<file path="src/common/dcache_defines.svh">
`ifndef DCACHE_DEFINES_SVH
`define DCACHE_DEFINES_SVH

// cache geometry
`define DCACHE_WAYS 4
`define DCACHE_SETS 16

// 32-bit beats per 64-byte line refill
`define DCACHE_BEATS 16

// everything at or above this address bypasses the cache
`define DCACHE_UNCACHED_BASE 32'h9000_0000

// behavioral main memory size, 32 KB
`define MEM_WORDS 8192

`endif

</file>
<file path="src/common/dcache_pkg.sv">
package dcache_pkg;

	// request address, either flat or split into cache fields
	typedef union packed {
		logic [31:0] word;
		struct packed {
			logic [21:0] tag;
			logic [3:0]  set;
			logic [1:0]  row;
			logic        dw;
			logic [2:0]  offset;
		} f;
	} dcache_addr_u;

	typedef enum logic [1:0] {
		idle,
		refill,
		uncached_read
	} dcache_state_e;

endpackage

</file>
<file path="src/common/mem_if.sv">
`timescale 1ns/1ps
`include "dcache_defines.svh"


interface dc_lookup_if;
	dcache_pkg::dcache_addr_u  addr;
	logic                      fill_en;
	logic [`DCACHE_WAYS-1:0]   fill_way;
	logic                      inval_en;
	logic [`DCACHE_WAYS-1:0]   hit_way;

	modport ctrl(output addr, fill_en, fill_way, inval_en, input hit_way);
	modport tags(input addr, fill_en, fill_way, inval_en, output hit_way);
endinterface

</file>
<file path="src/dcache/dcache_tag_array.sv">
`timescale 1ns/1ps
`include "dcache_defines.svh"

module dcache_tag_array (
	input logic clk,
	input logic rst,
	dc_lookup_if.tags lk
);

	logic [21:0]               tags [`DCACHE_WAYS][`DCACHE_SETS];
	logic [`DCACHE_SETS-1:0]   vld [`DCACHE_WAYS];
	logic [`DCACHE_WAYS-1:0]   tag_eq;
	logic [`DCACHE_WAYS-1:0]   hit;

	// compare all ways of the addressed set at once
	always_comb begin
		for (int w = 0; w < `DCACHE_WAYS; w++) begin
			tag_eq[w] = (tags[w][lk.addr.f.set] == lk.addr.f.tag);
			hit[w] = vld[w][lk.addr.f.set] && tag_eq[w];
		end
	end

	assign lk.hit_way = hit;

	always_ff @(posedge clk) begin
		if (rst) begin
			for (int w = 0; w < `DCACHE_WAYS; w++) begin
				vld[w] <= '0;
			end
		end else begin
			for (int w = 0; w < `DCACHE_WAYS; w++) begin
				if (lk.fill_en && lk.fill_way[w]) begin
					vld[w][lk.addr.f.set] <= 1'b1;
				end else if (lk.inval_en && tag_eq[w]) begin
					// a write through drops any copy of its line
					vld[w][lk.addr.f.set] <= 1'b0;
				end
			end
		end
	end

	always_ff @(posedge clk) begin
		for (int w = 0; w < `DCACHE_WAYS; w++) begin
			if (lk.fill_en && lk.fill_way[w]) begin
				tags[w][lk.addr.f.set] <= lk.addr.f.tag;
			end
		end
	end

	// lines are only filled on a miss, so one address never lives in two ways
	a_hit_onehot: assert property (
		@(posedge clk) disable iff (rst)
		$onehot0(lk.hit_way)
	);

endmodule

</file>
<file path="src/flat_wrapper.sv">
// flat-port wrapper written by rule: the top's interface ports become plain ports
module dcache_tag_array_flat 
  (clk, rst, lk_addr, lk_fill_en, lk_fill_way, lk_inval_en, lk_hit_way);
  dc_lookup_if lk_i ();
  input logic clk;
  input logic rst;
  input wire logic [$bits(lk_i.addr)-1:0] lk_addr;
  input wire logic [$bits(lk_i.fill_en)-1:0] lk_fill_en;
  input wire logic [$bits(lk_i.fill_way)-1:0] lk_fill_way;
  input wire logic [$bits(lk_i.inval_en)-1:0] lk_inval_en;
  output wire logic [$bits(lk_i.hit_way)-1:0] lk_hit_way;
  assign lk_i.addr = lk_addr;
  assign lk_i.fill_en = lk_fill_en;
  assign lk_i.fill_way = lk_fill_way;
  assign lk_i.inval_en = lk_inval_en;
  assign lk_hit_way = lk_i.hit_way;
  dcache_tag_array u_core (.clk(clk), .rst(rst), .lk(lk_i));
endmodule
</file>
<file path="config.mk">
export PLATFORM = sky130hd
export DESIGN_NAME = dcache_tag_array_flat
export DESIGN_NICKNAME = d
export VERILOG_FILES = /design/src/common/dcache_pkg.sv /design/src/common/mem_if.sv /design/src/dcache/dcache_tag_array.sv /design/src/flat_wrapper.sv
export VERILOG_INCLUDE_DIRS = /design/src /design/src/common
export SDC_FILE = /design/constraint.sdc
export NUM_CORES = 1
export LEC_CHECK = 0
export BUFFER_PORTS_ARGS = -buffer_cell sky130_fd_sc_hd__buf_4
export CAP_MARGIN = 20
export CELL_PAD_IN_SITES_DETAIL_PLACEMENT = 1
export CELL_PAD_IN_SITES_GLOBAL_PLACEMENT = 2
export CORE_AREA = 2 2 331 333
export CTS_BUF_LIST = sky130_fd_sc_hd__clkbuf_8
export DETAILED_ROUTE_END_ITERATION = 8
export DIE_AREA = 0 0 333 335
export GPL_TIMING_DRIVEN = 1
export PLACE_DENSITY = 0.81
export SYNTH_ARGS = -nofsm -noshare
export SYNTH_HDL_FRONTEND = slang
export SYNTH_SLANG_ARGS = --single-unit
export TNS_END_PERCENT = 10
</file>
<file path="constraint.sdc">
create_clock -name clk -period 11.3 [get_ports clk]
set_input_delay 1.695 -clock clk [delete_from_list [all_inputs] [get_ports clk]]
set_output_delay 1.695 -clock clk [all_outputs]
set_load 0.01 [all_outputs]
</file>
==> flow_metrics.env <==
export IMPL_worst_slack_ns=3.18
export IMPL_core_um2=108000
export IMPL_max_stage_delay_ns=0.68
export IMPL_drive_gt1_frac=0.262
export IMPL_hold_path_end="u_core.tags[3][62]"
export IMPL_route_detailed_drc=0
export IMPL_die_area_um2=112000
export IMPL_critPathSlowestCell="and2_2"
export IMPL_worstRegToRegCells=8
export IMPL_post_place_ws_ns=3.12
export IMPL_final_setup_skew_ns=0.0499
export IMPL_syn_area_per_cell_um2=20.3
export IMPL_synthesis_nets=2961
export IMPL_overflow=0
export IMPL_setup_tns_ns=0
export IMPL_initial_core_util=0.547
export IMPL_switchingPower_mw=2.50
export IMPL_grt_usage=0.286
export IMPL_max_freq_ghz=0.123
export IMPL_crit_type="in -> out"
export IMPL_postCtsSetupBuffers=0
export IMPL_routabilityCongestion=0.824
export IMPL_htree_levels=4
export IMPL_p_clk_frac=0.372
export IMPL_nFillCells=9128
export IMPL_maxSlewHeadroom=0.245
export IMPL_grt_pass1_wl_um=226000
export IMPL_wl_per_cell_um=33.2
export IMPL_slew_viol_final=0
export IMPL_seqPwrFrac=0.564
export IMPL_crit_path_start_kind="input port"
export IMPL_synth_edf_count=1472
export IMPL_clock_latency_ns=0.90
export IMPL_p_int_mw=8.32
export IMPL_syn_area_um2=59200
export IMPL_die_x_um=333
export IMPL_p_per_area_nw_per_um2=166
export IMPL_hold_path_class="in -> reg"
export IMPL_outcome="completed"
export IMPL_path_clk_slew_ns=0.06
export IMPL_layout_min_cycle_time_ns=8.12
export IMPL_fp_row_count=121
export IMPL_r2r_start="u_core.tags[0][53]"
export IMPL_multi_input_area_um2=14100
export IMPL_worst_pin_slew_ns=1.13
export IMPL_cts_resized=0
export IMPL_dr_total_vias=30174
export IMPL_holdBufCountCts=0
export IMPL_combinationalPowerShare=0.064
export IMPL_synthCells=2921
export IMPL_crit_arrival_ns=6.42
export IMPL_min_delay_start="lk_addr[28]"
export IMPL_hold_depth=1
export IMPL_yosys_warnings=0
export IMPL_grt_start_max_net_pins=112
export IMPL_regArea_um2=44200
export IMPL_ys_flop_type="edfxtp_1"
export IMPL_clk_path_buf_depth=3
export IMPL_synthDistinctLibCells=55
export IMPL_cp_required_ns=9.61
export IMPL_r2r_slack_ns=7.13
export IMPL_setup_viol=0
export IMPL_cts_tree="yes"
export IMPL_dr_pass1_iters=6
export IMPL_rsz0062_at_grt="no"
export IMPL_wirelength_um=157000
export IMPL_syn_to_final_growth_pct=10.5
export IMPL_hold_viol_final=0
export IMPL_worstPathMaxFanout=79
export IMPL_synth_async_sr_flop_share=0
export IMPL_p_sw_frac=0.231
export IMPL_r2r_end="u_core.vld[0][6]"
export IMPL_worstPathCellList="buf_8 > buf_12 > and2_2 > buf_4 > a22oi_1 > a21o_1 > a21oi_1 > nand4_1 > a221oi_2 > nand4_2 > and2b_1 > buf_4"
export IMPL_clkSinkCount=1472
export IMPL_grt_antenna_before_repair=5
export IMPL_irDropWorstVdd_mv=0.137
export IMPL_cap_violations=0
export IMPL_ys_ff_latch=1472
export IMPL_grt_pass1_vias=32259
export IMPL_yosysSeqAreaShare=0.747
export IMPL_io_pins=44
export IMPL_leakage_nw=21.3
export IMPL_cts_inserted_buffers=228
export IMPL_finalCritPeriodShare=0.718
export IMPL_viasPerCell=6.40
export IMPL_cts_root_buf="clkbuf_8"
export IMPL_antenna_left=0
export IMPL_die_y_um=335
export IMPL_io_buffers=37
export IMPL_place_hpwl_um=88900
export IMPL_cpMostUsedCell="buf_4"
export IMPL_layout_nets=3158
export IMPL_drtIter0Drc=3491
export IMPL_critPathCaptureType="output pin"
-- cells in the mapped netlist (3+ instances only) --
cell,count,area share
edfxtp_1,1472,0.75
mux4_2,295,0.11
mux2i_1,243,0.041
nor2_1,150,0.0095
buf_2,64,0.0054
xnor2_1,63,0.0093
xor2_1,58,0.0086
buf_4,53,0.0067
nand2_1,53,0.0034
o21bai_1,48,0.0061
clkbuf_1,47,0.0030
a22oi_1,42,0.0053
mux2_2,40,0.0076
o22ai_1,35,0.0037
nand3_1,33,0.0028
o21ai_0,20,0.0017
nor3_1,19,0.0016
buf_1,17,0.0011
nand4_1,16,0.0017
a221oi_1,15,0.0022
a22o_1,11,0.0016
buf_6,10,0.0019
o21ai_2,10,0.0015
a21oi_1,8,0.00068
nor2b_1,8,0.00085
or2_2,8,0.00085
nand2b_1,7,0.00074
o31ai_1,7,0.00089
nand3b_1,6,0.00076
nor4_1,6,0.00063
nor4b_1,6,0.00089
and3_1,5,0.00053
a21o_1,4,0.00051
nor4_2,4,0.00085
a32oi_2,3,0.00082
o2111ai_1,3,0.00044
o21a_1,3,0.00038
or3b_2,3,0.00044
-- cell type report --
| type | instances | area share |
|---|---|---|
| sequential | 1472 | 0.676 |
| tap | 1414 | 0.0271 |
| antenna | 3 | 0.000115 |
| timing repair buffer | 161 | 0.0203 |
| clock buffer | 231 | 0.0486 |
| multi-input combinational | 1253 | 0.215 |
| inverter | 2 | 0.000115 |
| clock inverter | 179 | 0.0130 |
-- per-layer routing --
| metal | track usage | up-vias | part of all wire |
|---|---|---|---|
| met5 | 0 | - | 0 |
| met4 | 0.105 | 0 | 0.033 |
| met3 | 0.0541 | 280 | 0.072 |
| met2 | 0.476 | 1322 | 0.50 |
| met1 | 0.378 | 16204 | 0.39 |
| li1 | - | 12368 | - |
-- critical path, delay by kind of cell --
| kind | cells | cell delay [ns] |
|---|---|---|
| and+or+nand+nor | 4 | 1.93 |
| buffers and inverters | 4 | 1.73 |
| AOI/OAI and AO/OA | 4 | 0.87 |
-- worst max-delay path by stage --
stage,endpoint,startpoint,cells after the start
after floorplan,lk_hit_way[3],lk_addr[6],9
after global placement,lk_hit_way[3],lk_addr[6],11
after detailed placement,lk_hit_way[3],lk_addr[6],11
after CTS,lk_hit_way[3],lk_addr[6],11
after global routing,lk_hit_way[3],lk_addr[6],12
final,lk_hit_way[3],lk_addr[6],12
-- cells in the final DEF, fill, tap and decap left out, drive strengths merged, types with 10 or more instances in the layout --
cell / synthesis / final
clkinv: 0 / 82
clkbuf: 47 / 231
xnor2: 63 / 63
nor3: 19 / 19
a221oi: 17 / 17
a22oi: 42 / 42
o21bai: 48 / 48
mux4: 297 / 297
edfxtp: 1472 / 1472
mux2: 40 / 40
nand2: 53 / 53
nand4: 17 / 17
nand3: 33 / 33
nor4: 10 / 10
mux2i: 243 / 243
o21ai: 30 / 30
o22ai: 35 / 35
a22o: 11 / 11
xor2: 58 / 58
inv: 2 / 93
buf: 145 / 161
nor2: 150 / 150
-- cells by family (layout without fill, tap and decap cells) --
| logic type | Yosys count | after routing | synth area share |
|---|---|---|---|
| compound gates | 216 | 216 | 0.0271 |
| xor+xnor | 121 | 121 | 0.0179 |
| buf+inv | 196 | 573 | 0.0189 |
| flops | 1472 | 1472 | 0.747 |
| mux | 580 | 580 | 0.162 |
| other cells | 0 | 3 | 0 |
| simple gates | 336 | 336 | 0.0272 |
-- power by group through the flow --
stage	registers, mW	clock network (mW)	logic [mW]
after floorplan	6.21	0	0.422
after global placement	6.21	0	0.662
after detailed placement	6.22	0	0.689
after CTS	6.11	4.09	0.691
after global routing	6.11	4.32	0.729
final	6.11	4.03	0.690
-- registers in the layout, summed over array words and instances (netlist names) --
signal	count
u_core.tags	1408
u_core.vld	64
-- metrics by stage --
stage | instance area (um2) | hold WS, ns | total power [mW] | instances | util
after global placement | 61300 | 1.51 | 6.87 | 4299 | 0.567
final | 65400 | 1.08 | 10.8 | 4715 | 0.605
after CTS | 65300 | 0.993 | 10.9 | 4709 | 0.604
after floorplan | 59200 | 1.15 | 6.63 | 2921 | -
after global routing | 65400 | 1.03 | 11.2 | 4713 | 0.605
after detailed placement | 61300 | 1.56 | 6.91 | 4299 | 0.567
(Power assumes the default switching activity.)
