<file path="config.mk">
export PLATFORM = sky130hd
export DESIGN_NAME = dcache_ctrl_flat
export DESIGN_NICKNAME = d
export VERILOG_FILES = /design/src/common/dcache_pkg.sv /design/src/common/mem_bus_pkg.sv /design/src/common/mem_if.sv /design/src/dcache/dcache_ctrl.sv /design/src/flat_wrapper.sv
export VERILOG_INCLUDE_DIRS = /design/src /design/src/common
export SDC_FILE = /design/constraint.sdc
export NUM_CORES = 1
export LEC_CHECK = 0
export BUFFER_PORTS_ARGS = -buffer_cell sky130_fd_sc_hd__buf_2
export CAP_MARGIN = 10
export CORE_AREA = 2 2 246 248
export CTS_BUF_LIST = sky130_fd_sc_hd__clkbuf_8
export CTS_CLUSTER_DIAMETER = 200
export DETAILED_ROUTE_END_ITERATION = 8
export DIE_AREA = 0 0 248 250
export PLACE_DENSITY = 0.43
export SYNTH_ARGS = -nofsm -noshare
export SYNTH_HDL_FRONTEND = slang
export SYNTH_SLANG_ARGS = --single-unit
</file>
<file path="constraint.sdc">
create_clock -name clk -period 5 [get_ports clk]
set_input_delay 1.25 -clock clk [delete_from_list [all_inputs] [get_ports clk]]
set_output_delay 1.25 -clock clk [all_outputs]
set_load 0.005 [all_outputs]
</file>
<file path="src/common/dcache_defines.svh">
`ifndef DCACHE_DEFINES_SVH
`define DCACHE_DEFINES_SVH

// cache geometry
`define DCACHE_WAYS 4
`define DCACHE_SETS 16

// 32-bit beats per 64-byte line refill
`define DCACHE_BEATS 16

// everything at or above this address bypasses the cache
`define DCACHE_UNCACHED_BASE 32'h9000_0000

// behavioral main memory size, 32 KB
`define MEM_WORDS 8192

`endif

</file>
<file path="src/common/dcache_pkg.sv">
package dcache_pkg;

	// request address, either flat or split into cache fields
	typedef union packed {
		logic [31:0] word;
		struct packed {
			logic [21:0] tag;
			logic [3:0]  set;
			logic [1:0]  row;
			logic        dw;
			logic [2:0]  offset;
		} f;
	} dcache_addr_u;

	typedef enum logic [1:0] {
		idle,
		refill,
		uncached_read
	} dcache_state_e;

endpackage

</file>
<file path="src/common/mem_bus_pkg.sv">
package mem_bus_pkg;

	// one read burst beat
	typedef logic [31:0] mem_word_t;

	// beats minus one
	typedef logic [7:0] burst_len_t;

	// one bit per byte of a 64-bit write
	typedef logic [7:0] wr_strb_t;

endpackage

</file>
<file path="src/common/mem_if.sv">
`timescale 1ns/1ps
`include "dcache_defines.svh"

interface mem_if;
	logic [31:0]             araddr;
	mem_bus_pkg::burst_len_t arlen;
	logic                    arvalid;
	logic                    arready;
	mem_bus_pkg::mem_word_t  rdata;
	logic                    rvalid;
	logic                    rlast;
	logic                    wr_en;
	logic [31:0]             wr_addr;
	logic [63:0]             wr_data;
	mem_bus_pkg::wr_strb_t   wr_strb;

	modport master(output araddr, arlen, arvalid, wr_en, wr_addr, wr_data, wr_strb,
		input arready, rdata, rvalid, rlast);
	modport slave(input araddr, arlen, arvalid, wr_en, wr_addr, wr_data, wr_strb,
		output arready, rdata, rvalid, rlast);
endinterface

interface dc_lookup_if;
	dcache_pkg::dcache_addr_u  addr;
	logic                      fill_en;
	logic [`DCACHE_WAYS-1:0]   fill_way;
	logic                      inval_en;
	logic [`DCACHE_WAYS-1:0]   hit_way;

	modport ctrl(output addr, fill_en, fill_way, inval_en, input hit_way);
	modport tags(input addr, fill_en, fill_way, inval_en, output hit_way);
endinterface

</file>
<file path="src/dcache/dcache_ctrl.sv">
`timescale 1ns/1ps
`include "dcache_defines.svh"

module dcache_ctrl (
	input  logic                    clk,
	input  logic                    rst,
	input  logic                    valid,
	input  logic                    wren,
	input  logic [31:0]             addr,
	input  logic [63:0]             din,
	input  logic [63:0]             mask,
	output logic                    ready,
	output logic [63:0]             dout,
	mem_if.master                   mem,
	dc_lookup_if.ctrl               lk,
	output logic [`DCACHE_WAYS-1:0] way_en,
	output logic [5:0]              row,
	output logic                    wr_en,
	output logic [1:0]              wr_lane,
	output mem_bus_pkg::mem_word_t  wr_word,
	input  logic [127:0]            rd_line
);

	localparam int CNT_W = $clog2(`DCACHE_BEATS);

	dcache_pkg::dcache_addr_u  addr_u;
	dcache_pkg::dcache_state_e state;
	logic [`DCACHE_WAYS-1:0]   ring;
	logic [`DCACHE_WAYS-1:0]   victim_q;
	logic [`DCACHE_WAYS-1:0]   hit_way_q;
	logic [CNT_W-1:0]          cnt;
	logic [63:0]               unc_q;
	mem_bus_pkg::wr_strb_t     strb;
	logic                      req;
	logic                      is_uc;
	logic                      hit;
	logic                      rd_hit;
	logic                      rd_miss;
	logic                      rd_unc;
	logic                      wr_req;
	logic                      ar_fire;
	logic                      fill_beat;

	assign addr_u.word = addr;
	assign is_uc = (addr_u.word >= `DCACHE_UNCACHED_BASE);
	assign hit = |lk.hit_way;

	// a new request is only taken in idle and never in the ready cycle
	assign req = (state == dcache_pkg::idle) && valid && !ready;
	assign rd_hit = req && !wren && !is_uc && hit;
	assign rd_miss = req && !wren && !is_uc && !hit;
	assign rd_unc = req && !wren && is_uc;
	assign wr_req = req && wren;
	assign ar_fire = mem.arvalid && mem.arready;
	assign fill_beat = (state == dcache_pkg::refill) && mem.rvalid;

	// a miss reads the full line and an uncached read one doubleword
	assign mem.arvalid = rd_miss || rd_unc;
	assign mem.araddr = rd_unc ? {addr_u.word[31:3], 3'b0} : {addr_u.word[31:6], 6'b0};
	assign mem.arlen = rd_unc ? 8'd1 : 8'(`DCACHE_BEATS - 1);

	// byte strobe from bit 0 of each mask byte
	always_comb begin
		for (int b = 0; b < 8; b++) begin
			strb[b] = mask[8*b];
		end
	end

	assign mem.wr_en = wr_req;
	assign mem.wr_addr = addr_u.word;
	assign mem.wr_data = din;
	assign mem.wr_strb = strb;

	assign lk.addr = addr_u;
	assign lk.inval_en = wr_req;
	assign lk.fill_en = fill_beat && mem.rlast;
	assign lk.fill_way = victim_q;

	// refill writes into the victim, a hit reads the matching way
	assign way_en = fill_beat ? victim_q : (rd_hit ? lk.hit_way : '0);
	assign wr_en = fill_beat;
	assign row = (state == dcache_pkg::refill) ? {addr_u.f.set, cnt[3:2]}
		: {addr_u.f.set, addr_u.f.row};
	assign wr_lane = cnt[1:0];
	assign wr_word = mem.rdata;

	always_ff @(posedge clk) begin
		if (rst) begin
			state <= dcache_pkg::idle;
			ring <= `DCACHE_WAYS'(1);
			victim_q <= '0;
			hit_way_q <= '0;
			cnt <= '0;
			ready <= 1'b0;
		end else begin
			ready <= rd_hit || wr_req
				|| ((state == dcache_pkg::uncached_read) && mem.rvalid && mem.rlast);
			hit_way_q <= rd_hit ? lk.hit_way : '0;
			case (state)
				dcache_pkg::idle: begin
					ring <= {ring[`DCACHE_WAYS-2:0], ring[`DCACHE_WAYS-1]};
					cnt <= '0;
					if (ar_fire) begin
						victim_q <= ring;
						state <= rd_unc ? dcache_pkg::uncached_read : dcache_pkg::refill;
					end
				end
				default: begin
					if (mem.rvalid) begin
						cnt <= cnt + 1'b1;
						if (mem.rlast) begin
							state <= dcache_pkg::idle;
						end
					end
				end
			endcase
		end
	end

	// low word of the uncached doubleword arrives first
	always_ff @(posedge clk) begin
		if ((state == dcache_pkg::uncached_read) && mem.rvalid) begin
			unc_q[cnt[0]*32 +: 32] <= mem.rdata;
		end
	end

	assign dout = (|hit_way_q) ? (addr_u.f.dw ? rd_line[127:64] : rd_line[63:0]) : unc_q;

	// the tag is only written once every beat of the line is in
	a_fill_full_line: assert property (
		@(posedge clk) disable iff (rst)
		lk.fill_en |-> (cnt == CNT_W'(`DCACHE_BEATS - 1))
	);

	a_ready_pulse: assert property (
		@(posedge clk) disable iff (rst)
		ready |=> !ready
	);

endmodule

</file>
<file path="src/flat_wrapper.sv">
// flat-port wrapper written by rule: the top's interface ports become plain ports
module dcache_ctrl_flat 
  (clk, rst, valid, wren, addr, din, mask, ready, dout, way_en, row, wr_en, wr_lane, wr_word, rd_line, mem_araddr, mem_arlen, mem_arvalid, mem_wr_en, mem_wr_addr, mem_wr_data, mem_wr_strb, mem_arready, mem_rdata, mem_rvalid, mem_rlast, lk_addr, lk_fill_en, lk_fill_way, lk_inval_en, lk_hit_way);
  mem_if mem_i ();
  dc_lookup_if lk_i ();
  input  logic clk;
  input  logic rst;
  input  logic valid;
  input  logic wren;
  input  logic [31:0] addr;
  input  logic [63:0] din;
  input  logic [63:0] mask;
  output logic ready;
  output logic [63:0] dout;
  output logic [`DCACHE_WAYS-1:0] way_en;
  output logic [5:0] row;
  output logic wr_en;
  output logic [1:0] wr_lane;
  output mem_bus_pkg::mem_word_t wr_word;
  input  logic [127:0] rd_line;
  output wire logic [$bits(mem_i.araddr)-1:0] mem_araddr;
  output wire logic [$bits(mem_i.arlen)-1:0] mem_arlen;
  output wire logic [$bits(mem_i.arvalid)-1:0] mem_arvalid;
  output wire logic [$bits(mem_i.wr_en)-1:0] mem_wr_en;
  output wire logic [$bits(mem_i.wr_addr)-1:0] mem_wr_addr;
  output wire logic [$bits(mem_i.wr_data)-1:0] mem_wr_data;
  output wire logic [$bits(mem_i.wr_strb)-1:0] mem_wr_strb;
  input wire logic [$bits(mem_i.arready)-1:0] mem_arready;
  input wire logic [$bits(mem_i.rdata)-1:0] mem_rdata;
  input wire logic [$bits(mem_i.rvalid)-1:0] mem_rvalid;
  input wire logic [$bits(mem_i.rlast)-1:0] mem_rlast;
  output wire logic [$bits(lk_i.addr)-1:0] lk_addr;
  output wire logic [$bits(lk_i.fill_en)-1:0] lk_fill_en;
  output wire logic [$bits(lk_i.fill_way)-1:0] lk_fill_way;
  output wire logic [$bits(lk_i.inval_en)-1:0] lk_inval_en;
  input wire logic [$bits(lk_i.hit_way)-1:0] lk_hit_way;
  assign mem_araddr = mem_i.araddr;
  assign mem_arlen = mem_i.arlen;
  assign mem_arvalid = mem_i.arvalid;
  assign mem_wr_en = mem_i.wr_en;
  assign mem_wr_addr = mem_i.wr_addr;
  assign mem_wr_data = mem_i.wr_data;
  assign mem_wr_strb = mem_i.wr_strb;
  assign mem_i.arready = mem_arready;
  assign mem_i.rdata = mem_rdata;
  assign mem_i.rvalid = mem_rvalid;
  assign mem_i.rlast = mem_rlast;
  assign lk_addr = lk_i.addr;
  assign lk_fill_en = lk_i.fill_en;
  assign lk_fill_way = lk_i.fill_way;
  assign lk_inval_en = lk_i.inval_en;
  assign lk_i.hit_way = lk_hit_way;
  dcache_ctrl u_core (.clk(clk), .rst(rst), .valid(valid), .wren(wren), .addr(addr), .din(din), .mask(mask), .ready(ready), .dout(dout), .mem(mem_i), .lk(lk_i), .way_en(way_en), .row(row), .wr_en(wr_en), .wr_lane(wr_lane), .wr_word(wr_word), .rd_line(rd_line));
endmodule
</file>
==> summary.txt, run 1 <==
Run status
  – Status: complete, no violations

Layout
  – Multi-input gate area: about 0.0022 mm2
  – Share of layout cells above drive strength 1: a little under half
  – Register Area: approximately 0.0023 mm2
  – Filler Cell Count: about 6800
  – # nets final: 1099
  – Non-Filler Instances: around 1600
  – P&R area growth vs syn: 19.8%

Global route
  – Vias in the first global route: between 4000 and 5000
  – Largest net degree at the start of global routing: between 80 and 90
  – Initial antenna violation count: 12
  – GRT Util Overall: under 10%
  – First-pass GRT wire length: ~40000 um
  – Total grt overflow: 0

Pwr
  – Pleak: 3.28 nW
  – PwrDens: between 200 and 250 mW/mm2
  – Maximum VDD drop: 0.0991 mV

Floorplan
  – Starting density of the core: ~10%
  – Site Rows: 90
  – Core Box Area: 0.0596 mm2
  – # IOs: between 600 and 700
  – Die Width: 248 um
  – DIE AREA: slightly above 0.06 mm2
  – Overall die height: roughly 250 um

CTS
  – Worst-case clock buffer depth: 2
  – # resized after CTS: 0
  – CTS tree: done
  – H-tree levels: 3
  – Post-CTS Setup Bufs: 0
  – Worst-skew pair later-pin latency: just over 400 ps
  – Clock Sinks: 83
  – Clock Root Buffer: clkbuf_8
  – Clock transition at the registers of the reported paths: ~80 ps
  – Hold buffer count at CTS: 0
  – Inserted Clock Buffers: 9

Timing
  – RSZ-0062 raised after global routing: no
  – Rel. slew slack: between 30% and 40%
  – Fin Setup TNS: 0 ps
  – Final WS setup: 1010 ps
  – Fin. max-slew vios: 0
  – Final Hold Violating Endpoints: 0
  – Setup violators final: 0
  – Final period utilization: roughly four fifths
  – Final Critical Period: 3990 ps
  – Skew final: 21.7 ps
  – Peak Freq: 0.251 GHz
  – Worst Tran Pin Value: 910 ps

Synth
  – Synthesized area: a little over 0.006 mm2
  – Syn_area_per_cell: between 9 and 10 um2
  – Post-synthesis sequential area ratio: between 30% and 40%
  – #FFs+latches synth: between 80 and 90
  – Main combinational cell family by area after synthesis: buffers and inverters
  – Simple-gate share of the synthesized area: 15.0%
  – Synth Area in Compound Gates: ~7.2%
  – Post-synthesis mux area share: a little under an eighth
  – Gate Count Post-Synth: 667
  – Post-Synth XOR/XNOR Area: 0.427%
  – Adder-Cell Fraction of Synth Area: less than 1%
  – Library cells used by synthesis: 37
  – Ys Warns: 0

Placement
  – # placed instances: roughly 1500
  – HPWL Detailed: 25900 um
  – GPL Wtd Cong: 0.832
  – Post-Place Worst Slack: around 920 ps
  – Number of buffers added on ports: 315

Route
  – Wire per inst: about 20 um
  – Via density: about 3.1
  – DR vias: between 4000 and 5000
  – DRC: 0
  – Post-Route WL: a little over 30000 um
  – Antenna Violating Nets Remaining: 0
  – Drt pass-1 iters: 4
  – DRT iter0 DRCs: about 160

Worst setup path
  – Kind of critical path: in2out
  – Worst Path Arrival: approximately 2700 ps
  – Crit. End Element: output pin
  – Crit start category: primary input
  – Reg2reg path depth: 4
  – Worst Path Max Fanout: 25
  – WP data required: roughly 3800 ps

Run
  – Max Cap Viol: 0

Worst hold path
  – WHS Path Cells: 2
  – Hold crit path type: reg2reg
## registers in the layout, indices dropped and copies added (netlist names)
register	flops
u_core.cnt	4
u_core.hit_way_q	4
u_core.lk.fill_way	4
u_core.ready	1
u_core.ring	4
u_core.state	2
u_core.unc_q	64
## kinds of logic after synthesis
kind of cell    after synthesis
simple gates                180
mux                          71
fa+ha+maj                     1
xor+xnor                      3
other cells                   2
buf+inv                     248
compound gates               79
flops                        83
## final cells by class
class	instances	share of cell area, %
Clock buffer	9	1.68
Inverter	3	0.153
Sequential cell	83	31.3
Antenna cell	3	0.102
Timing Repair Buffer	328	23.2
Tap cell	782	13.3
Clock inverter	6	0.797
Multi-Input combinational cell	342	29.5
## path summary, 6_finish.rpt
kind / start / endpoint / slack (ps)
max reg2reg: u_core.state[0] / u_core.lk.fill_way[0] / 2860
min reg2reg: u_core.ring[1] / u_core.ring[2] / 480
min: u_core.ring[1] / u_core.ring[2] / 480
max: addr[3] / dout[33] / 1010
## metrics by stage
stage	area, um2	utilization [%]	power (mW)	hold WS, ps
2_1_floorplan	6180	-	1.01	445
3_3_place_gp	7180	12.1	1.09	463
3_5_place_dp	7180	12.1	1.09	474
4_1_cts	7370	12.4	1.64	486
5_1_grt	7370	12.4	1.66	500
6_report	7370	12.4	1.58	481
## power by group
| group | switching [mW] | internal, mW |
|---|---|---|
| sequential | 0.00487 | 0.741 |
| combinational | 0.173 | 0.140 |
| clock | 0.291 | 0.225 |
| total | 0.469 | 1.11 |
## synthesized netlist by cell type
master / count / area share [%]
a2111oi_0: 1 / 0.14
a2111oi_4: 1 / 0.45
a211oi_1: 1 / 0.12
a21oi_1: 5 / 0.41
a22o_1: 4 / 0.57
and2_1: 40 / 4.1
and3_1: 2 / 0.20
buf_1: 5 / 0.31
buf_2: 2 / 0.16
buf_4: 211 / 26
clkbuf_1: 27 / 1.6
conb_1: 2 / 0.12
dfxtp_1: 19 / 6.2
edfxtp_1: 64 / 31
ha_1: 1 / 0.20
inv_1: 3 / 0.18
mux2_2: 2 / 0.37
mux2i_1: 69 / 11
nand2_1: 78 / 4.8
nand2b_1: 1 / 0.10
nand3b_1: 1 / 0.12
nand4_1: 1 / 0.10
nand4b_1: 1 / 0.14
nor2_1: 8 / 0.49
nor2b_1: 32 / 3.3
nor3_1: 8 / 0.65
nor4_1: 2 / 0.20
nor4b_1: 2 / 0.28
o21ai_0: 65 / 5.3
o31ai_1: 1 / 0.12
o41ai_1: 1 / 0.14
or2_2: 1 / 0.10
or3b_2: 1 / 0.14
or4_4: 1 / 0.18
or4b_1: 1 / 0.16
xnor2_1: 1 / 0.14
xor2_1: 2 / 0.28
## placed cells by master, fill, tap and decap left out, drive strengths merged, types with 2 or more instances in the layout
cell      count
conb          8
a22o          4
nor4          2
a21oi         5
dfxtp        19
and3          2
clkinvlp      2
diode         3
mux2i        69
clkbuf        9
o21ai        65
edfxtp       64
clkinv        2
a2111oi       2
nor3          8
mux2          2
nand2        78
and2         40
nor2          8
nor4b         2
inv           4
buf         328
xor2          2
nor2b        32
## metal layers
metal / GRT usage, % / wire [um] / share of wire [%] / vias up
li1: - / - / - / 2220
met1: 8.54 / 9820 / 32 / 2191
met2: 17.7 / 16000 / 52 / 321
met3: 3.80 / 3180 / 10 / 141
met4: 6.98 / 1930 / 6.2 / 4
met5: 0 / 31 / 0.10 / -
## worst max-delay path, stage by stage
cell,delay (ps)
buf_4,400
buf_12,270
mux2i_1,420
o21ai_0,140
buf_2,210
No activity file was read; power rests on OpenSTA's default activity.
==> inputs of run 2 (changes only) <==
--- a/config.mk
+++ b/config.mk
@@ -6,14 +6,15 @@
 export SDC_FILE = /design/constraint.sdc
 export NUM_CORES = 1
 export LEC_CHECK = 0
+export ABC_AREA = 1
 export BUFFER_PORTS_ARGS = -buffer_cell sky130_fd_sc_hd__buf_2
 export CAP_MARGIN = 10
-export CORE_AREA = 2 2 246 248
+export CORE_AREA = 2 2 241 243
 export CTS_BUF_LIST = sky130_fd_sc_hd__clkbuf_8
 export CTS_CLUSTER_DIAMETER = 200
 export DETAILED_ROUTE_END_ITERATION = 8
-export DIE_AREA = 0 0 248 250
-export PLACE_DENSITY = 0.43
+export DIE_AREA = 0 0 243 245
+export PLACE_DENSITY = 0.44
 export SYNTH_ARGS = -nofsm -noshare
 export SYNTH_HDL_FRONTEND = slang
 export SYNTH_SLANG_ARGS = --single-unit
==> constraint.sdc (replaced) <==
create_clock -name clk -period 3.45 [get_ports clk]
set_input_delay 0.8625 -clock clk [delete_from_list [all_inputs] [get_ports clk]]
set_output_delay 0.8625 -clock clk [all_outputs]
set_load 0.005 [all_outputs]
==> run 2 against run 1 <==
Critical path depth increased by 1. Final cell count increased by 9.8%. Flip-flop and latch count unchanged. Clock skew decreased by 3.7 ps. Design area increased by 1.3%. Largest power group unchanged. Die area decreased by 4.0%. Non-clock buffer count increased by 2.
==> summary.txt, run 2 <==
Run status
  – Status: complete, no violations

Worst setup path
  – Critical R2R Launch: u_core.state[1]
  – Kind of critical path: reg2out
  – Worst Path Arrival: 2210 ps (-530 ps)
  – CP cell instances: nor2_1 -> nand2_4 -> buf_4 -> a31oi_1 -> buf_4 -> buf_2
  – Worst reg2reg endpoint: u_core.unc_q[5]
  – Worst Path Max Fanout: 38 (+52%)
  – Max stage delay on crit path: 340 ps (-80 ps)
  – Crit. End Element: output pin
  – Reg2Reg Setup Slack: 1640 ps (-1220 ps)
  – Worst path slowest cell: nand2_4
  – Crit start category: register
  – CP most frequent cell: buf_4
  – Reg2reg path depth: 5 (+1)
  – WP data required: 2590 ps (-1160 ps)

Floorplan
  – Site Rows: 88 (-2.2%)
  – Die Width: 243 um (-2.0%)
  – Core Box Area: 0.0570 mm2 (-4.3%)
  – # IOs: 625 (unchanged)
  – Overall die height: 245 um (-2.0%)
  – Starting density of the core: 11.0% (+0.63 points)
  – DIE AREA: 0.0595 mm2 (-4.0%)

CTS
  – H-tree levels: 3 (unchanged)
  – Post-CTS Setup Bufs: 0 (unchanged)
  – CTS tree: done
  – # resized after CTS: 0 (unchanged)
  – Inserted Clock Buffers: 9 (unchanged)
  – Clock Sinks: 83 (unchanged)
  – Worst-skew pair later-pin latency: 430 ps (+20 ps)
  – Worst-case clock buffer depth: 2 (unchanged)
  – Hold buffer count at CTS: 0 (unchanged)
  – Clock transition at the registers of the reported paths: 100 ps (+20 ps)
  – Clock Root Buffer: clkbuf_8

Global route
  – Initial antenna violation count: 13 (+1)
  – GRT Util Overall: 10.3% (+0.57 points)
  – Total grt overflow: 0 (unchanged)
  – Largest net degree at the start of global routing: 67 (-18%)
  – Vias in the first global route: 5385 (+11%)
  – First-pass GRT wire length: 41400 um (+4.3%)

Timing
  – Hold_ws: 519 ps (+38.2 ps)
  – Setup violators final: 0 (unchanged)
  – Fin. max-slew vios: 0 (unchanged)
  – RSZ-0062 raised after global routing: no
  – Final period utilization: about nine tenths
  – Worst Tran Pin Value: 597 ps (-313 ps)
  – Skew final: 18.0 ps (-3.66 ps)
  – Final Hold Violating Endpoints: 0 (unchanged)
  – Peak Freq: between 0.3 and 0.4 GHz
  – Final Critical Period: slightly above 3000 ps
  – Rel. slew slack: 60.2% (+21 points)
  – Fin Setup TNS: 0 ps (unchanged)

Layout
  – Share of layout cells above drive strength 1: 39.2% (-6.5 points)
  – Commonest non-fill, non-tap cell in the layout: buf_2
  – P&R area growth vs syn: 19.4%
  – Filler Cell Count: 6725 (-1.2%)
  – Largest register FFs: 64 (unchanged)
  – # nets final: 1269 (+15%)
  – Most frequent cells in the layout: 314 x buf_2, 181 x nand2_1, 125 x nor2_1

Route
  – Drt pass-1 iters: 4 (unchanged)
  – Via density: 3.26 (+3.9%)
  – Antenna Violating Nets Remaining: 0 (unchanged)
  – Post-Route WL: 31300 um (+1.1%)
  – DRC: 0 (unchanged)
  – DRT iter0 DRCs: 178 (+13%)
  – Wire per inst: 18.3 um (-8.0%)
  – DR vias: 5566 (+14%)

Synth
  – Post-synthesis sequential area ratio: 36.8% (-0.60 points)
  – Ys Warns: 0 (unchanged)
  – Area leader, netlist: edfxtp_1
  – Gate Count Post-Synth: 837 (+25%)
  – Synth area leaders: edfxtp_1 31%, buf_4 25%, nand2_1 11%
  – Synth top area share: 30.7% (-0.50 points)
  – Library cells used by synthesis: 30 (-19%)
  – #FFs+latches synth: 83 (unchanged)
  – Async S/R FF share, synth: 0% (unchanged)
  – Commonest cells in the netlist: 211 x buf_4, 182 x nand2_1, 126 x nor2_1
  – Top-count cell post-synth: buf_4
  – Post-synth EDFFs: 64 (unchanged)
  – Syn_area_per_cell: 7.47 um2 (-19%)
  – Synthesized area: 0.00625 mm2 (+1.6%)
  – Ys flop type: edfxtp_1

Worst hold path
  – Hold crit path type: reg2reg
  – Hold path start: u_core.ring[3]
  – WHS Path Cells: 2 (unchanged)
  – Hold Crit Endpoint: u_core.ring[0]

Pwr
  – Maximum VDD drop: 0.150 mV (+51%)
  – PwrDens: 312 mW/mm2 (+46%)
  – Design Power: 2.33 mW (+48%)
  – Pleak: 3.53 nW (+7.8%)

Run
  – Max Cap Viol: 0 (unchanged)

Placement
  – HPWL Detailed: 26100 um (+1.0%)
  – GPL Wtd Cong: 0.818 (-1.6%)
  – Number of buffers added on ports: 315 (unchanged)
## run 2: through the flow
| stage | setup slack, ps | utilization, % | cell area (um2) | cells |
|---|---|---|---|---|
| floorplan | 738 | - | 6280 | 843 |
| global placement | 503 | 12.8 | 7290 | 1691 |
| detailed placement | 490 | 12.8 | 7290 | 1691 |
| CTS | 227 | 13.1 | 7460 | 1707 |
| global route | 154 | 13.1 | 7460 | 1708 |
| finish | 378 | 13.1 | 7470 | 1709 |
## run 2: power by group
part           internal (mW)  switching [mW]  total, mW  leakage, nW
Clock                  0.263           0.444      0.707       0.0795
Sequential              1.09          0.0122       1.10        0.704
Combinational          0.209           0.311      0.520         2.75
## run 2: worst max path at each step
stage                        start          endpoint
2_1_floorplan           mem_rvalid  u_core.unc_q[32]
3_3_place_gp               addr[3]           dout[5]
3_5_place_dp               addr[3]           dout[5]
4_1_cts        u_core.hit_way_q[1]          dout[44]
5_1_grt        u_core.hit_way_q[0]          dout[44]
6_report       u_core.hit_way_q[1]          dout[44]
## run 2: kinds of logic (layout without fill, tap and decap cells)
family          after synthesis  after routing  synth area share (%)
flops                        83             83                  36.8
other cells                   2             10                 0.120
buf+inv                     336            435                  33.1
compound gates               82             82                  7.96
fa+ha+maj                     1              1                 0.200
simple gates                332            332                  21.7
xor+xnor                      1              1                 0.140
## run 2: routing by layer
layer / global-route usage, % / wire length, um / vias to the layer above
met1: 10.5 / 11400 / 2477
met5: 0 / 81 / -
met4: 6.84 / 1700 / 12
met2: 17.1 / 14900 / 350
li1: - / - / 2601
met3: 4.43 / 3190 / 126
## run 2: critical path, delay by kind of cell (launching register included)
| family | cells | cell delay [ps] |
|---|---|---|
| buffers and inverters | 3 | 630 |
| and+or+nand+nor | 2 | 520 |
| DFF | 1 | 310 |
| AOI/OAI and AO/OA | 1 | 280 |
## run 2: area by class of cell
class / count / area [um2] / share of cell area, %
Timing Repair Buffer: 330 / 1750 / 23.5
Multi-Input combinational cell: 424 / 1930 / 25.9
Clock buffer: 9 / 124 / 1.66
Inverter: 89 / 337 / 4.51
Antenna cell: 2 / 5.00 / 0.0670
Tap cell: 765 / 957 / 12.8
Sequential cell: 83 / 2310 / 30.9
Clock inverter: 7 / 52.6 / 0.704
==> inputs of run 3 (changes only) <==
--- a/config.mk
+++ b/config.mk
@@ -10,11 +10,12 @@
 export BUFFER_PORTS_ARGS = -buffer_cell sky130_fd_sc_hd__buf_2
 export CAP_MARGIN = 10
 export CORE_AREA = 2 2 241 243
-export CTS_BUF_LIST = sky130_fd_sc_hd__clkbuf_8
+export CTS_BUF_LIST = sky130_fd_sc_hd__clkbuf_4
 export CTS_CLUSTER_DIAMETER = 200
 export DETAILED_ROUTE_END_ITERATION = 8
 export DIE_AREA = 0 0 243 245
 export PLACE_DENSITY = 0.44
+export SLEW_MARGIN = 5
 export SYNTH_ARGS = -nofsm -noshare
 export SYNTH_HDL_FRONTEND = slang
 export SYNTH_SLANG_ARGS = --single-unit
==> run 3 against run 2 <==
Global-route usage is essentially flat. Utilization shrank 0.079 points. Clock-buffer cell count is the same. Worst setup slack lost 130 ps. Fmax shrank 4.2%. Largest cell class unchanged. Critical path type unchanged. Clock power shrank 18%. Sequential power is essentially flat. Routed wire length is essentially flat. Non-clock buffer count is the same.
==> summary.txt, run 3 (same netlist as run 2, synthesis figures left out) <==
Layout
  – Most frequent cells in the layout: 314 x buf_2, 181 x nand2_1, 125 x nor2_1
  – Commonest non-fill, non-tap cell in the layout: buf_2
  – Share of layout cells above drive strength 1: 39.2% (unchanged)
  – # nets final: 1269 (unchanged)
  – Largest register FFs: 64 (unchanged)
  – P&R area growth vs syn: 18.7%
  – Post-layout util: 13.0% (-0.079 points)
  – Filler Cell Count: 6736 (+0.16%)

Global route
  – Initial antenna violation count: 14 (+1)
  – First-pass GRT wire length: 41300 um (about the same)
  – Largest net degree at the start of global routing: 67 (unchanged)
  – Vias in the first global route: 5392 (+0.13%)
  – GRT Util Overall: 10.3% (about the same)
  – Total grt overflow: 0 (unchanged)

Timing
  – Hold_ws: 518 ps (-0.764 ps)
  – Final period utilization: 92.9% (+3.9 points)
  – Fin Setup TNS: 0 ps (unchanged)
  – RSZ-0062 raised after global routing: no
  – Fin. max-slew vios: 0 (unchanged)
  – Peak Freq: 0.312 GHz (-4.2%)
  – Final Hold Violating Endpoints: 0 (unchanged)
  – Rel. slew slack: 59.9% (-0.33 points)
  – Skew final: 26.8 ps (+8.86 ps)
  – Worst Tran Pin Value: 602 ps (+4.99 ps)
  – Final Critical Period: 3210 ps (+133 ps)
  – Setup violators final: 0 (unchanged)

Route
  – Post-Route WL: 31300 um (about the same)
  – Via density: 3.26 (about the same)
  – DRC: 0 (unchanged)
  – DR vias: 5570 (+0.072%)
  – Drt pass-1 iters: 4 (unchanged)
  – DRT iter0 DRCs: 172 (-3.4%)
  – Wire per inst: 18.3 um (about the same)
  – Antenna Violating Nets Remaining: 0 (unchanged)

Floorplan
  – DIE AREA: 0.0595 mm2 (unchanged)
  – Starting density of the core: 11.0% (unchanged)
  – Site Rows: 88 (unchanged)
  – Overall die height: 245 um (unchanged)
  – Core Box Area: 0.0570 mm2 (unchanged)
  – # IOs: 625 (unchanged)
  – Die Width: 243 um (unchanged)

Pwr
  – PwrDens: 297 mW/mm2 (-4.8%)
  – Maximum VDD drop: 0.111 mV (-26%)
  – Pleak: 3.51 nW (-0.62%)
  – Design Power: 2.20 mW (-5.4%)

CTS
  – Clock Sinks: 83 (unchanged)
  – Clock transition at the registers of the reported paths: 160 ps (+60 ps)
  – Worst-skew pair later-pin latency: 560 ps (+130 ps)
  – Post-CTS Setup Bufs: 0 (unchanged)
  – CTS tree: done
  – H-tree levels: 3 (unchanged)
  – Clock Root Buffer: clkbuf_4
  – Hold buffer count at CTS: 0 (unchanged)
  – Worst-case clock buffer depth: 2 (unchanged)
  – Inserted Clock Buffers: 9 (unchanged)

Worst setup path
  – Worst Path Arrival: 2340 ps (+130 ps)
  – Kind of critical path: reg2out
  – Worst Path Max Fanout: 38 (unchanged)
  – Crit. End Element: output pin
  – Crit start category: register
  – WP data required: 2590 ps (about the same)

Run
  – Max Cap Viol: 0 (unchanged)

Placement
  – HPWL Detailed: 26100 um (unchanged)
  – GPL Wtd Cong: 0.818 (unchanged)
  – Number of buffers added on ports: 315 (unchanged)

Worst hold path
  – Hold crit path type: reg2reg

Run status
  – Status: complete, no violations
==> run 3: cell types whose count changed in the layout (fill, tap and decap cells not counted) <==
cell      before  now
clkbuf_4       0    9
diode_2        2    3
nand2_4        3    2
clkbuf_8       9    0
nand2_8        0    1
==> run 3: per-stage QoR <==
step / instances / instance area (um2) / setup WS, ps
2_1_floorplan: 843 / 6280 / 738
3_3_place_gp: 1691 / 7290 / 503
3_5_place_dp: 1691 / 7290 / 490
4_1_cts: 1707 / 7410 / 44.9
5_1_grt: 1709 / 7420 / 13.8
6_report: 1710 / 7420 / 244
==> run 3: layout make-up <==
type,instances,area [um2],share of cell area [%]
Multi-Input combinational cell,424,1940,26.1
Tap cell,765,957,12.9
Clock buffer,9,67.6,0.910
Inverter,89,337,4.53
Timing Repair Buffer,330,1750,23.6
Sequential cell,83,2310,31.1
Antenna cell,3,7.51,0.101
Clock inverter,7,52.6,0.708
==> run 3: final timing paths <==
| check | from | slack [ps] | depth (start not counted) | end |
|---|---|---|---|---|
| worst max-delay path | u_core.hit_way_q[0] | 240 | 6 | dout[44] |
| worst min-delay path | u_core.ring[3] | 520 | 2 | u_core.ring[0] |
| worst max register to register | u_core.state[1] | 1620 | 5 | u_core.unc_q[31] |
| worst min register to register | u_core.ring[3] | 520 | 2 | u_core.ring[0] |
==> run 3: power by group <==
group          internal, mW  switching, mW
logic                 0.209          0.312
clock network         0.149          0.432
registers              1.09         0.0122
total                  1.45          0.756
==> run 3: what timing repair did <==
item                       in CTS  in global routing
gates resized for setup         0                  1
setup endpoints to repair       0                  1
hold endpoints to repair        0                  0
==> run 3: per-layer routing <==
metal	GRT usage [%]	vias to the layer above	wire length [um]	part of all wire (%)
li1	-	2603	-	-
met1	10.5	2479	11400	37
met2	17.1	349	14700	47
met3	4.43	127	3200	10
met4	6.78	12	1880	6.0
met5	0	-	82	0.26
==> run 3: critical path: stages, from the launching register on <==
cell	delay (ps)
dfxtp_1	330
nor2_1	290
nand2_8	280
buf_4	290
a31oi_1	280
buf_4	180
buf_2	110
